$ cat src/hw/cpu_isa_pkg.sv
// 16-bit ISA shared by design and testbench; undefined opcodes execute as NOP
`default_nettype none

package cpu_isa_pkg;

    typedef logic [15:0] word_t;
    typedef logic [15:0] instr_t;
    typedef logic [3:0]  reg_idx_t;

    // codes 10 to 14 are unassigned
    typedef enum logic [3:0] {
        OP_NOP  = 4'd0,
        OP_ADD  = 4'd1,
        OP_SUB  = 4'd2,
        OP_AND  = 4'd3,
        OP_OR   = 4'd4,
        OP_XOR  = 4'd5,
        OP_ADDI = 4'd6,
        OP_LI   = 4'd7,
        OP_LW   = 4'd8,
        OP_SW   = 4'd9,
        OP_HALT = 4'd15
    } opcode_e;

    // field positions
    localparam int OPCODE_MSB = 15;
    localparam int OPCODE_LSB = 12;
    localparam int RD_MSB     = 11;
    localparam int RD_LSB     = 8;
    localparam int RS_MSB     = 7;
    localparam int RS_LSB     = 4;
    // rt and imm4 share the low nibble
    localparam int RT_MSB     = 3;
    localparam int RT_LSB     = 0;
    localparam int IMM8_MSB   = 7;
    localparam int IMM8_LSB   = 0;

    localparam instr_t NOP_INSTR = '0;

endpackage

`default_nettype wire

$ cat src/hw/cpu_uarch_pkg.sv
// pipeline-internal encodings; data memory is 16 words, addressed by the low address bits
`default_nettype none

package cpu_uarch_pkg;

    typedef enum logic [2:0] {
        ALU_ADD    = 3'd0,
        ALU_SUB    = 3'd1,
        ALU_AND    = 3'd2,
        ALU_OR     = 3'd3,
        ALU_XOR    = 3'd4,
        ALU_PASS_B = 3'd5
    } alu_op_e;

    // second alu operand
    typedef enum logic [1:0] {
        B_REG  = 2'd0,
        B_IMM  = 2'd1,
        B_ZERO = 2'd2
    } alu_b_sel_e;

    typedef enum logic [1:0] {
        IMM_SEXT4 = 2'd0,
        IMM_ZEXT4 = 2'd1,
        IMM_ZEXT8 = 2'd2
    } imm_kind_e;

    localparam int REG_COUNT  = 16;
    localparam int DMEM_DEPTH = 16;

    typedef logic [3:0] dmem_addr_t;

endpackage

`default_nettype wire

$ cat src/hw/control_unit.sv
// purely combinational decode of the instruction in ir; no hazard detection
`default_nettype none

module control_unit (
    input  cpu_isa_pkg::instr_t          ir,
    output cpu_uarch_pkg::imm_kind_e     imm_kind,
    output cpu_uarch_pkg::alu_op_e       alu_op,
    output cpu_uarch_pkg::alu_b_sel_e    alu_b_sel,
    output logic                         mem_read,
    output logic                         mem_write,
    output logic                         reg_write,
    output logic                         pcwrite
);

    cpu_isa_pkg::opcode_e opcode;

    assign opcode = cpu_isa_pkg::opcode_e'(ir[cpu_isa_pkg::OPCODE_MSB:cpu_isa_pkg::OPCODE_LSB]);

    always_comb begin
        // bubble by default
        imm_kind  = cpu_uarch_pkg::IMM_SEXT4;
        alu_op    = cpu_uarch_pkg::ALU_ADD;
        alu_b_sel = cpu_uarch_pkg::B_ZERO;
        mem_read  = 1'b0;
        mem_write = 1'b0;
        reg_write = 1'b0;
        pcwrite   = 1'b1;

        case (opcode)
            cpu_isa_pkg::OP_ADD,
            cpu_isa_pkg::OP_SUB,
            cpu_isa_pkg::OP_AND,
            cpu_isa_pkg::OP_OR,
            cpu_isa_pkg::OP_XOR: begin
                alu_b_sel = cpu_uarch_pkg::B_REG;
                reg_write = 1'b1;
                case (opcode)
                    cpu_isa_pkg::OP_SUB: alu_op = cpu_uarch_pkg::ALU_SUB;
                    cpu_isa_pkg::OP_AND: alu_op = cpu_uarch_pkg::ALU_AND;
                    cpu_isa_pkg::OP_OR:  alu_op = cpu_uarch_pkg::ALU_OR;
                    cpu_isa_pkg::OP_XOR: alu_op = cpu_uarch_pkg::ALU_XOR;
                    default:             alu_op = cpu_uarch_pkg::ALU_ADD;
                endcase
            end
            cpu_isa_pkg::OP_ADDI: begin
                alu_b_sel = cpu_uarch_pkg::B_IMM;
                reg_write = 1'b1;
            end
            cpu_isa_pkg::OP_LI: begin
                imm_kind  = cpu_uarch_pkg::IMM_ZEXT8;
                alu_op    = cpu_uarch_pkg::ALU_PASS_B;
                alu_b_sel = cpu_uarch_pkg::B_IMM;
                reg_write = 1'b1;
            end
            cpu_isa_pkg::OP_LW: begin
                imm_kind  = cpu_uarch_pkg::IMM_ZEXT4;
                alu_b_sel = cpu_uarch_pkg::B_IMM;
                mem_read  = 1'b1;
                reg_write = 1'b1;
            end
            cpu_isa_pkg::OP_SW: begin
                imm_kind  = cpu_uarch_pkg::IMM_ZEXT4;
                alu_b_sel = cpu_uarch_pkg::B_IMM;
                mem_write = 1'b1;
            end
            // halt stalls fetch and issues bubbles
            cpu_isa_pkg::OP_HALT: pcwrite = 1'b0;
            default: ;
        endcase
    end

endmodule

`default_nettype wire

$ cat src/hw/decode_stage.sv
// register file with write-through and no forwarding; producers need three slots of distance
`default_nettype none

module decode_stage (
    input  logic                       clock,
    input  logic                       arst_n,
    input  cpu_isa_pkg::instr_t        ir,
    input  cpu_uarch_pkg::imm_kind_e   imm_kind,
    input  cpu_uarch_pkg::alu_op_e     alu_op_in,
    input  cpu_uarch_pkg::alu_b_sel_e  alu_b_sel_in,
    input  logic                       mem_read_in,
    input  logic                       mem_write_in,
    input  logic                       reg_write_in,
    input  logic                       wb_en,
    input  cpu_isa_pkg::reg_idx_t      wb_rd,
    input  cpu_isa_pkg::word_t         wb_data,
    output cpu_isa_pkg::word_t         a,
    output cpu_isa_pkg::word_t         b,
    output cpu_isa_pkg::word_t         imm,
    output cpu_isa_pkg::reg_idx_t      rd,
    output cpu_uarch_pkg::alu_op_e     alu_op,
    output cpu_uarch_pkg::alu_b_sel_e  alu_b_sel,
    output logic                       mem_read,
    output logic                       mem_write,
    output logic                       reg_write
);

    cpu_isa_pkg::word_t    regs [cpu_uarch_pkg::REG_COUNT];
    cpu_isa_pkg::reg_idx_t rd_idx;
    cpu_isa_pkg::reg_idx_t rs_idx;
    cpu_isa_pkg::reg_idx_t rb_idx;
    logic [3:0]            imm4;
    logic [7:0]            imm8;
    cpu_isa_pkg::word_t    a_next;
    cpu_isa_pkg::word_t    b_next;
    cpu_isa_pkg::word_t    imm_next;

    assign rd_idx = ir[cpu_isa_pkg::RD_MSB:cpu_isa_pkg::RD_LSB];
    assign rs_idx = ir[cpu_isa_pkg::RS_MSB:cpu_isa_pkg::RS_LSB];
    assign imm4   = ir[cpu_isa_pkg::RT_MSB:cpu_isa_pkg::RT_LSB];
    assign imm8   = ir[cpu_isa_pkg::IMM8_MSB:cpu_isa_pkg::IMM8_LSB];

    // store reads its data from rd on the second port
    assign rb_idx = mem_write_in ? rd_idx : imm4;

    // r0 is hardwired, then write-through, then the array
    assign a_next = (rs_idx == '0) ? '0 :
                    (wb_en && wb_rd == rs_idx) ? wb_data : regs[rs_idx];
    assign b_next = (rb_idx == '0) ? '0 :
                    (wb_en && wb_rd == rb_idx) ? wb_data : regs[rb_idx];

    always_comb begin
        case (imm_kind)
            cpu_uarch_pkg::IMM_ZEXT4: imm_next = cpu_isa_pkg::word_t'(imm4);
            cpu_uarch_pkg::IMM_ZEXT8: imm_next = cpu_isa_pkg::word_t'(imm8);
            default:                  imm_next = cpu_isa_pkg::word_t'($signed(imm4));
        endcase
    end

    // writes to r0 are dropped here
    always_ff @(posedge clock) begin
        if (wb_en && wb_rd != '0) begin
            regs[wb_rd] <= wb_data;
        end
    end

    always_ff @(posedge clock or negedge arst_n) begin
        if (!arst_n) begin
            mem_read  <= 1'b0;
            mem_write <= 1'b0;
            reg_write <= 1'b0;
        end else begin
            mem_read  <= mem_read_in;
            mem_write <= mem_write_in;
            reg_write <= reg_write_in;
        end
    end

    always_ff @(posedge clock) begin
        a         <= a_next;
        b         <= b_next;
        imm       <= imm_next;
        rd        <= rd_idx;
        alu_op    <= alu_op_in;
        alu_b_sel <= alu_b_sel_in;
    end

endmodule

`default_nettype wire

$ cat src/hw/execute_stage.sv
// single-cycle alu; add and sub wrap at the word width, no flags
`default_nettype none

module execute_stage (
    input  logic                       clock,
    input  logic                       arst_n,
    input  cpu_isa_pkg::word_t         a,
    input  cpu_isa_pkg::word_t         b,
    input  cpu_isa_pkg::word_t         imm,
    input  cpu_isa_pkg::reg_idx_t      rd_in,
    input  cpu_uarch_pkg::alu_op_e     alu_op,
    input  cpu_uarch_pkg::alu_b_sel_e  alu_b_sel,
    input  logic                       mem_read_in,
    input  logic                       mem_write_in,
    input  logic                       reg_write_in,
    output cpu_isa_pkg::word_t         alu_result,
    output cpu_isa_pkg::word_t         store_data,
    output cpu_isa_pkg::reg_idx_t      rd,
    output logic                       mem_read,
    output logic                       mem_write,
    output logic                       reg_write
);

    cpu_isa_pkg::word_t operand_b;
    cpu_isa_pkg::word_t result_next;

    always_comb begin
        case (alu_b_sel)
            cpu_uarch_pkg::B_REG: operand_b = b;
            cpu_uarch_pkg::B_IMM: operand_b = imm;
            default:              operand_b = '0;
        endcase
    end

    always_comb begin
        case (alu_op)
            cpu_uarch_pkg::ALU_SUB:    result_next = a - operand_b;
            cpu_uarch_pkg::ALU_AND:    result_next = a & operand_b;
            cpu_uarch_pkg::ALU_OR:     result_next = a | operand_b;
            cpu_uarch_pkg::ALU_XOR:    result_next = a ^ operand_b;
            cpu_uarch_pkg::ALU_PASS_B: result_next = operand_b;
            default:                   result_next = a + operand_b;
        endcase
    end

    always_ff @(posedge clock or negedge arst_n) begin
        if (!arst_n) begin
            mem_read  <= 1'b0;
            mem_write <= 1'b0;
            reg_write <= 1'b0;
        end else begin
            mem_read  <= mem_read_in;
            mem_write <= mem_write_in;
            reg_write <= reg_write_in;
        end
    end

    // store data rides along with the address
    always_ff @(posedge clock) begin
        alu_result <= result_next;
        store_data <= b;
        rd         <= rd_in;
    end

endmodule

`default_nettype wire

$ cat src/hw/fetch_stage.sv
// instruction memory must answer imem_addr combinationally; pc counts in words
`default_nettype none

module fetch_stage (
    input  logic                clock,
    input  logic                arst_n,
    input  logic                pcwrite,
    output cpu_isa_pkg::word_t  imem_addr,
    input  cpu_isa_pkg::instr_t imem_data,
    output cpu_isa_pkg::instr_t ir
);

    cpu_isa_pkg::word_t pc;

    assign imem_addr = pc;

    // pc and ir freeze together while pcwrite is low
    always_ff @(posedge clock or negedge arst_n) begin
        if (!arst_n) begin
            pc <= '0;
            ir <= cpu_isa_pkg::NOP_INSTR;
        end else if (pcwrite) begin
            pc <= pc + cpu_isa_pkg::word_t'(1);
            ir <= imem_data;
        end
    end

endmodule

`default_nettype wire

$ cat src/hw/load_store_cpu.sv
// five-stage pipeline without interlocks; consumers must trail producers by three instructions
`default_nettype none

module load_store_cpu (
    input  logic                  clock,
    input  logic                  arst_n,
    output cpu_isa_pkg::word_t    imem_addr,
    input  cpu_isa_pkg::instr_t   imem_data,
    output logic                  halted,
    output logic                  retire_valid,
    output cpu_isa_pkg::reg_idx_t retire_rd,
    output cpu_isa_pkg::word_t    retire_data
);

    // fetch and control
    cpu_isa_pkg::instr_t        ir;
    logic                       pcwrite;
    cpu_uarch_pkg::imm_kind_e   ctl_imm_kind;
    cpu_uarch_pkg::alu_op_e     ctl_alu_op;
    cpu_uarch_pkg::alu_b_sel_e  ctl_alu_b_sel;
    logic                       ctl_mem_read;
    logic                       ctl_mem_write;
    logic                       ctl_reg_write;

    // decode to execute
    cpu_isa_pkg::word_t         de_a;
    cpu_isa_pkg::word_t         de_b;
    cpu_isa_pkg::word_t         de_imm;
    cpu_isa_pkg::reg_idx_t      de_rd;
    cpu_uarch_pkg::alu_op_e     de_alu_op;
    cpu_uarch_pkg::alu_b_sel_e  de_alu_b_sel;
    logic                       de_mem_read;
    logic                       de_mem_write;
    logic                       de_reg_write;

    // execute to memory
    cpu_isa_pkg::word_t         em_alu_result;
    cpu_isa_pkg::word_t         em_store_data;
    cpu_isa_pkg::reg_idx_t      em_rd;
    logic                       em_mem_read;
    logic                       em_mem_write;
    logic                       em_reg_write;

    // writeback, also the retire port
    logic                       wb_en;
    cpu_isa_pkg::reg_idx_t      wb_rd;
    cpu_isa_pkg::word_t         wb_data;

    assign halted       = ~pcwrite;
    assign retire_valid = wb_en;
    assign retire_rd    = wb_rd;
    assign retire_data  = wb_data;

    fetch_stage fetch0 (
        .clock     (clock),
        .arst_n    (arst_n),
        .pcwrite   (pcwrite),
        .imem_addr (imem_addr),
        .imem_data (imem_data),
        .ir        (ir)
    );

    control_unit control0 (
        .ir        (ir),
        .imm_kind  (ctl_imm_kind),
        .alu_op    (ctl_alu_op),
        .alu_b_sel (ctl_alu_b_sel),
        .mem_read  (ctl_mem_read),
        .mem_write (ctl_mem_write),
        .reg_write (ctl_reg_write),
        .pcwrite   (pcwrite)
    );

    decode_stage decode0 (
        .clock        (clock),
        .arst_n       (arst_n),
        .ir           (ir),
        .imm_kind     (ctl_imm_kind),
        .alu_op_in    (ctl_alu_op),
        .alu_b_sel_in (ctl_alu_b_sel),
        .mem_read_in  (ctl_mem_read),
        .mem_write_in (ctl_mem_write),
        .reg_write_in (ctl_reg_write),
        .wb_en        (wb_en),
        .wb_rd        (wb_rd),
        .wb_data      (wb_data),
        .a            (de_a),
        .b            (de_b),
        .imm          (de_imm),
        .rd           (de_rd),
        .alu_op       (de_alu_op),
        .alu_b_sel    (de_alu_b_sel),
        .mem_read     (de_mem_read),
        .mem_write    (de_mem_write),
        .reg_write    (de_reg_write)
    );

    execute_stage execute0 (
        .clock        (clock),
        .arst_n       (arst_n),
        .a            (de_a),
        .b            (de_b),
        .imm          (de_imm),
        .rd_in        (de_rd),
        .alu_op       (de_alu_op),
        .alu_b_sel    (de_alu_b_sel),
        .mem_read_in  (de_mem_read),
        .mem_write_in (de_mem_write),
        .reg_write_in (de_reg_write),
        .alu_result   (em_alu_result),
        .store_data   (em_store_data),
        .rd           (em_rd),
        .mem_read     (em_mem_read),
        .mem_write    (em_mem_write),
        .reg_write    (em_reg_write)
    );

    mem_stage mem0 (
        .clock      (clock),
        .arst_n     (arst_n),
        .alu_result (em_alu_result),
        .store_data (em_store_data),
        .rd_in      (em_rd),
        .mem_read   (em_mem_read),
        .mem_write  (em_mem_write),
        .reg_write  (em_reg_write),
        .wb_en      (wb_en),
        .wb_rd      (wb_rd),
        .wb_data    (wb_data)
    );

endmodule

`default_nettype wire

$ cat src/hw/mem_stage.sv
// 16-word data memory, contents undefined after reset; upper address bits are ignored
`default_nettype none

module mem_stage (
    input  logic                  clock,
    input  logic                  arst_n,
    input  cpu_isa_pkg::word_t    alu_result,
    input  cpu_isa_pkg::word_t    store_data,
    input  cpu_isa_pkg::reg_idx_t rd_in,
    input  logic                  mem_read,
    input  logic                  mem_write,
    input  logic                  reg_write,
    output logic                  wb_en,
    output cpu_isa_pkg::reg_idx_t wb_rd,
    output cpu_isa_pkg::word_t    wb_data
);

    cpu_isa_pkg::word_t        dmem [cpu_uarch_pkg::DMEM_DEPTH];
    cpu_uarch_pkg::dmem_addr_t dmem_addr;
    cpu_isa_pkg::word_t        wb_data_next;

    // address wraps on the low bits
    assign dmem_addr = alu_result[$bits(cpu_uarch_pkg::dmem_addr_t)-1:0];

    always_ff @(posedge clock) begin
        if (mem_write) begin
            dmem[dmem_addr] <= store_data;
        end
    end

    // load data or alu result
    assign wb_data_next = mem_read ? dmem[dmem_addr] : alu_result;

    // r0 writes never reach writeback or retire
    always_ff @(posedge clock or negedge arst_n) begin
        if (!arst_n) begin
            wb_en <= 1'b0;
        end else begin
            wb_en <= reg_write && (rd_in != '0);
        end
    end

    always_ff @(posedge clock) begin
        wb_rd   <= rd_in;
        wb_data <= wb_data_next;
    end

endmodule

`default_nettype wire

$ cat config.mk
export PLATFORM = sky130hd
export DESIGN_NAME = load_store_cpu
export DESIGN_NICKNAME = d
export VERILOG_FILES = /design/src/hw/cpu_isa_pkg.sv /design/src/hw/cpu_uarch_pkg.sv /design/src/hw/control_unit.sv /design/src/hw/decode_stage.sv /design/src/hw/execute_stage.sv /design/src/hw/fetch_stage.sv /design/src/hw/load_store_cpu.sv /design/src/hw/mem_stage.sv
export SDC_FILE = /design/constraint.sdc
export NUM_CORES = 1
export LEC_CHECK = 0
export BUFFER_PORTS_ARGS = -buffer_cell sky130_fd_sc_hd__buf_2
export CAP_MARGIN = 20
export CORE_MARGIN = 4
export CORE_UTILIZATION = 45
export CTS_CLUSTER_DIAMETER = 150
export CTS_CLUSTER_SIZE = 30
export DETAILED_ROUTE_END_ITERATION = 12
export GPL_ROUTABILITY_DRIVEN = 0
export GPL_TIMING_DRIVEN = 0
export SYNTH_ARGS = -nofsm -noshare
export SYNTH_HDL_FRONTEND = slang
export SYNTH_SLANG_ARGS = --single-unit
$ cat constraint.sdc
create_clock -name clock -period 4.5 [get_ports clock]
set_input_delay 0.225 -clock clock [delete_from_list [all_inputs] [get_ports clock]]
set_output_delay 0.225 -clock clock [all_outputs]
set_load 0.03 [all_outputs]
Yosys cells after proc, flatten, opt, wreduce, memory -nomap -nowiden
Memory sizes are Yosys's and may differ from the RTL's. A register that Yosys moved wholly into a read port is not among the register bits. Index checks and enable logic that the tools add are counted.

Reduce and logical (&&, ||, !) cells: 11. Multiplexer cells: 16. Equality and inequality tests: 18. Bitwise logic cells: 3. $add $sub $neg: 3.

Operator list (count): $pmux 16 s5 (1); $pmux 16 s2 (2); $add 16x1->16 const B (1); $add 16x16->16 (1); $and 16x16->16 (1); $eq 4x3->1 const B (4); $mux 16 (1); $or 16x16->16 (1); $sub 16x16->16 (1); $xor 16x16->16 (1); $eq 4x4->1 const B (3); $pmux 3 s4 (1); $eq 4x2->1 const B (2); $logic_not 4->1 (2); $pmux 2 s2 (2); $reduce_bool 4->1 (2); $reduce_or 8->1 (1); $mux 1 (7); $eq 3x2->1 const B (2); $eq 3x3->1 const B (2); $pmux 3 s2 (1); $reduce_or 5->1 (1); $eq 2x1->1 const B (2); $eq 4x1->1 const B (1); other kinds (7) (8).

Memory bits (writable): 512. Memories: 2. Output and inout port bits: 38. Bits in registers: 120. Bits of input ports: 18.

Memory list: decode0.regs (words 16, width 16, read ports 2, clocked after memory_dff 2, write ports 1, RTL line decode_stage.sv:28) `cpu_isa_pkg::word_t regs [cpu_uarch_pkg::REG_COUNT];`; mem0.dmem (words 16, width 16, read ports 1, clocked after memory_dff 1, write ports 1, RTL line mem_stage.sv:18) `cpu_isa_pkg::word_t dmem [cpu_uarch_pkg::DMEM_DEPTH];`.

Longest topological paths before layout
Gate-level depths: netlist of the first run.

Word-level depth: 5. Mapped depth: 16. Depth with buffers taken out: 15.

Hierarchy
A second synthesis of the first run with hierarchy kept.

Cell total of the unflattened synthesis: 1879. Area total of the unflattened synthesis: 29006.6 um^2.

Modules (own cells, without submodules): decode_stage (area an instance 13594.3 um^2, times used 1, sequential area each 8763.4 um^2, cells an instance 779); mem_stage (area an instance 10639.0 um^2, times used 1, sequential area each 8112.8 um^2, cells an instance 569); execute_stage (area an instance 3313.2 um^2, times used 1, sequential area each 795.8 um^2, cells an instance 409); fetch_stage (area an instance 1296.2 um^2, times used 1, sequential area each 800.8 um^2, cells an instance 96); control_unit (area an instance 160.2 um^2, times used 1, sequential area each 0.0 um^2, cells an instance 25); load_store_cpu (area an instance 3.8 um^2, times used 1, sequential area each 0.0 um^2, cells an instance 1).

Worst setup path before layout of the first run
OpenSTA, ideal clock, no wires.

Path kind: reg2reg. From: register decode0.alu_b_sel[1]. To: register execute0.alu_result[14]. Path buffers: 2. Required time: 4.437 ns. Stages on the path, launching flop included: 16. Data arrival time: 3.327 ns. Slack: 1.110 ns. Path through: dfxtp_1 -> clkbuf_1 -> clkbuf_1 -> nor2_1 -> inv_1 -> ha_1 -> nor2_1 -> xnor2_1 -> ha_1 -> a21o_1 -> a21oi_1 -> o21ai_0 -> a2111o_1 -> a31oi_1 -> or4b_2 -> nand3_1.

Cells in the longest elaborated chain, start to end: 4.

Ends and longest elaborated chain: from (decl) (RTL line decode_stage.sv:22) `output cpu_uarch_pkg::alu_b_sel_e alu_b_sel,`; from (signal assigned) (RTL line decode_stage.sv:85) `alu_b_sel <= alu_b_sel_in;`; $eq 2x1->1 / $logic_not 2->1 (equally long branches) (RTL line execute_stage.sv:28) `case (alu_b_sel)`; $pmux 16 s2 * (RTL line execute_stage.sv:28); $add 16x16->16, or another cell as far along (RTL line execute_stage.sv:42) `default: result_next = a + operand_b;`; $pmux 16 s5 * (RTL line execute_stage.sv:36) `case (alu_op)`; net execute0.result_next[14] (RTL line execute_stage.sv:25) `cpu_isa_pkg::word_t result_next;`; to (signal assigned) (RTL line execute_stage.sv:60) `alu_result <= result_next;`; to (decl) (RTL line execute_stage.sv:16) `output cpu_isa_pkg::word_t alu_result,`.

Mark *: on every way through the listed nets, which the timed path passes. The rest lies on a longest branch. A chain may end at the register's enable or synchronous reset.

Worst setup path after layout of the first run
From: register decode0.alu_b_sel[0]. To: register execute0.alu_result[15].

The elaborated chain is that of the path after synthesis.

==> results of run 1 <==
-- layer usage --
layer,GRT usage (%),wire length [um],up-vias
met5,0,0,-
met3,3.22,5250,100
met1,32.3,31900,8401
li1,-,-,6928
met2,36.7,36600,608
met4,5.19,2020,0
-- where the power goes --
part / total [W] / internal (W) / leakage, nW / switching, W
sequential: 0.00646 / 0.00645 / 4.23 / 0.00000374
clock: 0.00288 / 0.00108 / 0.339 / 0.00181
combinational: 0.0000314 / 0.0000174 / 4.31 / 0.0000140
-- worst min path at each step --
stage                                 to  cells after the start  slack (ns)
floorplan               decode0.mem_read                      0       -0.07
global placement          execute0.rd[0]                      0        0.31
detailed placement        execute0.rd[2]                      0        0.31
CTS                 fetch0.imem_addr[12]                      2        0.27
global route               fetch0.ir[13]                      3        0.34
finish              fetch0.imem_addr[10]                      2        0.28
-- critical path, delay by kind of cell (launching register included) --
family          cells  cell delay [ns]
compound gates      6             1.56
xor+xnor            2             0.42
fa+ha+maj           1             0.34
buf+inv             1             0.27
flops               1             0.38
mux                 1             0.23
simple gates        3             0.76
-- stage by stage --
step | cells | setup WS [ns] | utilization (%) | hold slack, ns | area [um2]
2_1_floorplan | 1699 | 1.11 | - | -0.0706 | 28300
3_3_place_gp | 2591 | 0.127 | 47.9 | 0.311 | 29600
3_5_place_dp | 2630 | 0.169 | 49.0 | 0.315 | 30300
4_1_cts | 2693 | 0.140 | 50.4 | 0.269 | 31200
5_1_grt | 2696 | 0.0790 | 50.4 | 0.336 | 31200
6_report | 2696 | 0.400 | 50.4 | 0.279 | 31200
-- synth_stat cells, types with 24 or more instances --
library cell  count  area, um2
edfxtp_1        512      15400
mux4_2          187       4210
dfxtp_1         106       2120
nand2_1         106        398
mux2i_1          95        951
nor2_1           78        293
clkbuf_1         61        229
a21oi_1          50        250
ha_1             50        626
o22ai_1          49        307
dfrtp_1          39        976
xnor2_1          38        333
inv_1            36        135
nand3_1          24        120
-- timing repair --
item | CTS | global route
gates resized for setup | 0 | 3
hold buffers | 17 | 0
endpoints found under the setup margin | 0 | 2
hold endpoints to repair | 55 | 0
-- cell families (layout without fill, tap and decap cells) --
family | after synthesis | in the layout | synth area share [%]
compound gates | 190 | 190 | 4.48
xor+xnor | 48 | 48 | 1.49
fa+ha+maj | 51 | 51 | 2.28
buf+inv | 138 | 298 | 2.16
flops | 657 | 657 | 65.4
mux | 305 | 305 | 19.4
other cells | 1 | 16 | 0.0133
simple gates | 294 | 294 | 4.81
-- flip-flops by register name, indices dropped and copies added, names as in the netlist, 2 cells and up --
register / cells
decode0.a: 16
decode0.imm: 9
decode0.alu_b_sel: 2
mem0.wb_data: 16
decode0.alu_op: 3
execute0.rd: 4
fetch0.ir: 16
decode0.regs: 256
mem0.dmem: 256
mem0.wb_rd: 4
execute0.store_data: 16
fetch0.imem_addr: 16
decode0.rd: 4
execute0.alu_result: 16
decode0.b: 16
-- layout make-up --
type / instances / area [um2] / area share, %
buffer: 102 / 477 / 1.53
clock buffer: 44 / 697 / 2.23
clock inverter: 2 / 13.8 / 0.0440
inverter: 36 / 135 / 0.432
multi-input combinational: 904 / 9330 / 29.9
sequential: 657 / 18500 / 59.1
tap: 837 / 1050 / 3.35
timing repair buffer: 114 / 1080 / 3.45
==> flow_metrics.py, run 1 <==
metrics = {
    "yosys": {
        "synthArstFlopShare_pct": 5.94,
        "syn_area_per_cell_um2": 16.8,
        "synth_top_flop_cell": "edfxtp_1",
        "ys_ff_latch": 657,
        "synth_cell_types": 62,
        "synth_cells": 1684,
        "ys_warn_count": 0,
        "syn_area_um2": 28300,
        "ys_seq_area_share_pct": 65.4,
        "synth-edff-count": 512,
    },
    "placed_design": {
        "port_buffers": 55,
        "dpl.hpwl_um": 53600,
    },
    "global_route": {
        "grtUsageTotal_pct": 22.4,
        "grt_max_degree": 40,
        "grt_pass1_vias": 16000,
        "grt_pass1_wl_um": 110000,
        "overflow": 0,
        "antenna_found_initial": 1,
    },
    "sta": {
        "finalMaxSlewViolations": 0,
        "skew_ns": 0.0165,
        "slew_headroom_pct": 24.5,
        "period_share_pct": 91.1,
        "timing.final.hold_violations": 0,
        "fmaxAchievable_mhz": 244,
        "setup_tns_ns": 0,
        "min_period_ns": 4.10,
        "rsz0062_at_grt": "no",
        "worstMarginPinSlew_ns": 1.13,
        "setup_viol": 0,
    },
    "detailed_routing": {
        "postRouteAntennaNets": 0,
        "drt-total-wl_um": 75800,
        "avgRoutedWirePerCell_um": 28.1,
        "firstDrtPassIters": 5,
        "drc": 0,
        "routed-via-count": 16000,
        "first_iter_violations": 1811,
        "avgViaCountPerCell": 5.95,
    },
    "clock_tree": {
        "clk_latency_ns": 0.61,
        "clkSinkCount": 657,
        "cts_buffers": 25,
        "root_buffer": "clkbuf_16",
        "htree_num_levels": 1,
        "cts_tree": "done",
        "post_cts_buffers": 0,
        "cts_buffer_depth": 3,
        "path_clk_slew_ns": 0.12,
    },
    "setup_path": {
        "reg2regPathDepth": 14,
        "required_ns": 4.97,
        "setup.worst_path.end": "execute0.alu_result[15]",
        "slowest_delay_ns": 0.53,
        "end_kind": "flop",
        "cp.arrival_ns": 4.57,
        "reg2reg_slack_ns": 0.40,
        "crit_path_max_fanout": 10,
        "start_kind": "flop",
        "crit_chain": "buf_2 -> mux2i_1 -> nor2_1 -> nor4_1 -> a31oi_1 -> xnor2_1 -> ha_1 -> a21o_1 -> a311oi_1 -> nor2_1 -> a311o_1 -> a211oi_1 -> xnor2_1 -> o22ai_1",
        "slowest_stage": "nor4_1",
        "crit_type": "flop to flop",
        "cp-startpoint": "decode0.alu_b_sel[0]",
        "reg2reg_from": "decode0.alu_b_sel[0]",
        "r2r_end": "execute0.alu_result[15]",
    },
    "die": {
        "die_width_um": 259,
        "die_y_um": 259,
        "coreArea_um2": 61900,
        "rows": 91,
        "dieArea_um2": 66900,
        "initial_core_util_pct": 45.6,
        "io_pins": 56,
    },
    "hold_path": {
        "hold_class": "input port to async pin",
    },
    "layout": {
        "layout_commonest_cell": "edfxtp_1",
        "final_nets": 1909,
        "nFillCells": 5162,
        "layout_common_cells": "512 x edfxtp_1, 187 x mux4_2, 106 x nand2_1, 106 x dfxtp_1, 95 x mux2i_1",
        "antenna_cells": 0,
        "drive_above_1_share_pct": 21.9,
        "area_growth_pct": 10.6,
    },
    "power_and_ir_drop": {
        "total_power_w": 0.00937,
        "p_leak_nw": 8.87,
        "p_per_area_nw_per_um2": 300,
        "vdd_drop_max_mv": 0.280,
    },
    "run": {
        "cap_violations": 0,
    },
    "run_status": {
        "status": "finished clean",
    },
}
Note: power is estimated with default switching activity, not from simulation.
==> inputs of run 2 (changes only) <==
--- a/config.mk
+++ b/config.mk
@@ -12,7 +12,6 @@
 export CTS_CLUSTER_DIAMETER = 150
 export CTS_CLUSTER_SIZE = 30
 export DETAILED_ROUTE_END_ITERATION = 12
-export GPL_ROUTABILITY_DRIVEN = 0
 export GPL_TIMING_DRIVEN = 0
 export SYNTH_ARGS = -nofsm -noshare
 export SYNTH_HDL_FRONTEND = slang
==> constraint.sdc (replaced) <==
create_clock -name clock -period 4.5 [get_ports clock]
set_input_delay 0.9 -clock clock [delete_from_list [all_inputs] [get_ports clock]]
set_output_delay 0.9 -clock clock [all_outputs]
set_load 0.03 [all_outputs]
==> flow_metrics.py, run 2 (synthesized netlist as in run 1, its figures left out) <==
metrics = {
    "clock_tree": {
        "clkSinkCount": 657,
        "path_clk_slew_ns": 0.11,
        "ctsHoldBuffers": 0,
        "htree_num_levels": 1,
        "post_cts_buffers": 0,
        "root_buffer": "clkbuf_16",
        "clk_latency_ns": 0.62,
        "cts_buffers": 25,
        "cts_tree": "done",
        "cts_buffer_depth": 3,
        "post_cts.resized_instances": 0,
    },
    "placed_design": {
        "port_buffers": 55,
        "gp_congestion": 0.875,
        "dp.cells": 2630,
        "dpl.hpwl_um": 53600,
    },
    "layout": {
        "largestRegisters": "decode0.regs (256), mem0.dmem (256)",
        "area_growth_pct": 9.97,
        "drive_above_1_share_pct": 22.1,
        "antenna_cells": 0,
        "finalNonFillerCells": 2679,
        "nFillCells": 5179,
        "final_nets": 1892,
        "layout_commonest_cell": "edfxtp_1",
        "layout_common_cells": "512 x edfxtp_1, 187 x mux4_2, 106 x nand2_1, 106 x dfxtp_1, 95 x mux2i_1",
    },
    "setup_path": {
        "end_kind": "flop",
        "start_kind": "flop",
        "reg2regPathDepth": 14,
        "reg2reg_from": "decode0.alu_b_sel[0]",
        "crit_path_max_fanout": 10,
        "required_ns": 4.96,
        "r2r_end": "execute0.alu_result[15]",
        "cp.arrival_ns": 4.59,
        "reg2reg_slack_ns": 0.37,
        "crit_type": "flop to flop",
    },
    "detailed_routing": {
        "drc": 0,
        "firstDrtPassIters": 5,
        "drt-total-wl_um": 75400,
        "first_iter_violations": 1881,
        "routed-via-count": 16000,
        "postRouteAntennaNets": 0,
        "avgRoutedWirePerCell_um": 28.2,
        "avgViaCountPerCell": 5.97,
    },
    "sta": {
        "worstMarginPinSlew_ns": 1.11,
        "setup_viol": 0,
        "rsz0062_at_grt": "no",
        "hold-worst-slack_ns": 0.339,
        "timing.final.hold_violations": 0,
        "fmaxAchievable_mhz": 242,
        "setup_tns_ns": 0,
        "finalMaxSlewViolations": 0,
        "min_period_ns": 4.13,
        "period_share_pct": 91.8,
        "slew_headroom_pct": 25.9,
        "skew_ns": 0.0194,
    },
    "die": {
        "coreArea_um2": 61900,
        "dieArea_um2": 66900,
        "initial_core_util_pct": 45.6,
        "rows": 91,
        "die_width_um": 259,
        "io_pins": 56,
        "die_y_um": 259,
    },
    "power_and_ir_drop": {
        "power_frac_comb_pct": 0.2,
        "p_leak_nw": 8.80,
        "seq_power_share_pct": 69.1,
        "intPower_w": 0.00754,
        "vdd_drop_max_mv": 0.278,
        "p_switching_w": 0.00181,
        "switching_share_pct": 19.3,
        "p_per_area_nw_per_um2": 301,
        "total_power_w": 0.00934,
        "pwr-share-clk_pct": 30.7,
    },
    "run": {
        "cap_violations": 0,
    },
    "global_route": {
        "overflow": 0,
        "grt_pass1_vias": 15900,
        "grt_max_degree": 40,
        "antenna_found_initial": 1,
        "grtUsageTotal_pct": 22.3,
        "grt_pass1_wl_um": 110000,
    },
    "hold_path": {
        "min_delay_path_depth": 0,
        "hold_class": "flop to flop",
        "hp-start": "decode0.rd[2]",
        "min_to": "execute0.rd[2]",
    },
    "run_status": {
        "status": "finished clean",
    },
}
-- run 2: cell count changes in the layout (fill, tap and decap cells not counted), sizes merged --
cell         previous run  this run
dlygate4sd3            17         0
-- run 2: area by class of cell --
type / count / area, um2 / area share [%]
Buffer: 102 / 477 / 1.53
Multi-Input combinational cell: 904 / 9330 / 30.0
Inverter: 36 / 135 / 0.435
Clock buffer: 44 / 697 / 2.24
Timing Repair Buffer: 97 / 907 / 2.92
Clock inverter: 2 / 13.8 / 0.0443
Sequential cell: 657 / 18500 / 59.4
Tap cell: 837 / 1050 / 3.37
-- run 2: critical path, stage by stage (launching register included) --
cell and delay [ns]:
dfxtp_1 0.38, buf_2 0.27, mux2i_1 0.23, nor2_1 0.15, nor4_1 0.53, a31oi_1 0.19, xnor2_1 0.24, ha_1 0.34
a21o_1 0.23, a311oi_1 0.27, nor2_1 0.08, a311o_1 0.40, a211oi_1 0.37, xnor2_1 0.18, o22ai_1 0.12
-- run 2: metrics by stage --
step / cell area (um2) / util [%] / setup WS (ns)
after global routing: 31100 / 50.2 / 0.0790
after floorplan: 28300 / - / 1.11
after CTS: 31000 / 50.1 / 0.140
after global placement: 29600 / 47.9 / 0.127
after detailed placement: 30300 / 49.0 / 0.169
final: 31100 / 50.2 / 0.370
-- run 2: power by group through the flow --
stage	sequential, W	clock, W	combinational [W]
final	0.00646	0.00287	0.0000197
after global routing	0.00646	0.00316	0.0000224
after CTS	0.00646	0.00294	0.0000198
after detailed placement	0.00659	0	0.0000197
after global placement	0.00659	0	0.0000190
after floorplan	0.00659	0	0.00000463
-- run 2: worst max-delay path by stage --
| stage | from | end | slack (ns) | cells after the start |
|---|---|---|---|---|
| floorplan | decode0.alu_b_sel[1] | execute0.alu_result[14] | 1.11 | 15 |
| global placement | execute0.alu_result[3] | mem0.dmem[12][7] | 0.13 | 4 |
| detailed placement | decode0.alu_b_sel[1] | execute0.alu_result[14] | 0.17 | 15 |
| CTS | decode0.alu_b_sel[1] | execute0.alu_result[14] | 0.14 | 15 |
| global route | decode0.alu_b_sel[0] | execute0.alu_result[15] | 0.08 | 14 |
| finish | decode0.alu_b_sel[0] | execute0.alu_result[15] | 0.37 | 14 |
-- run 2: per-layer routing --
metal	GRT usage, %	share of wire, %
met1	32.3	42
met2	36.5	48
met4	4.99	2.6
met5	0	0
met3	3.17	7.3
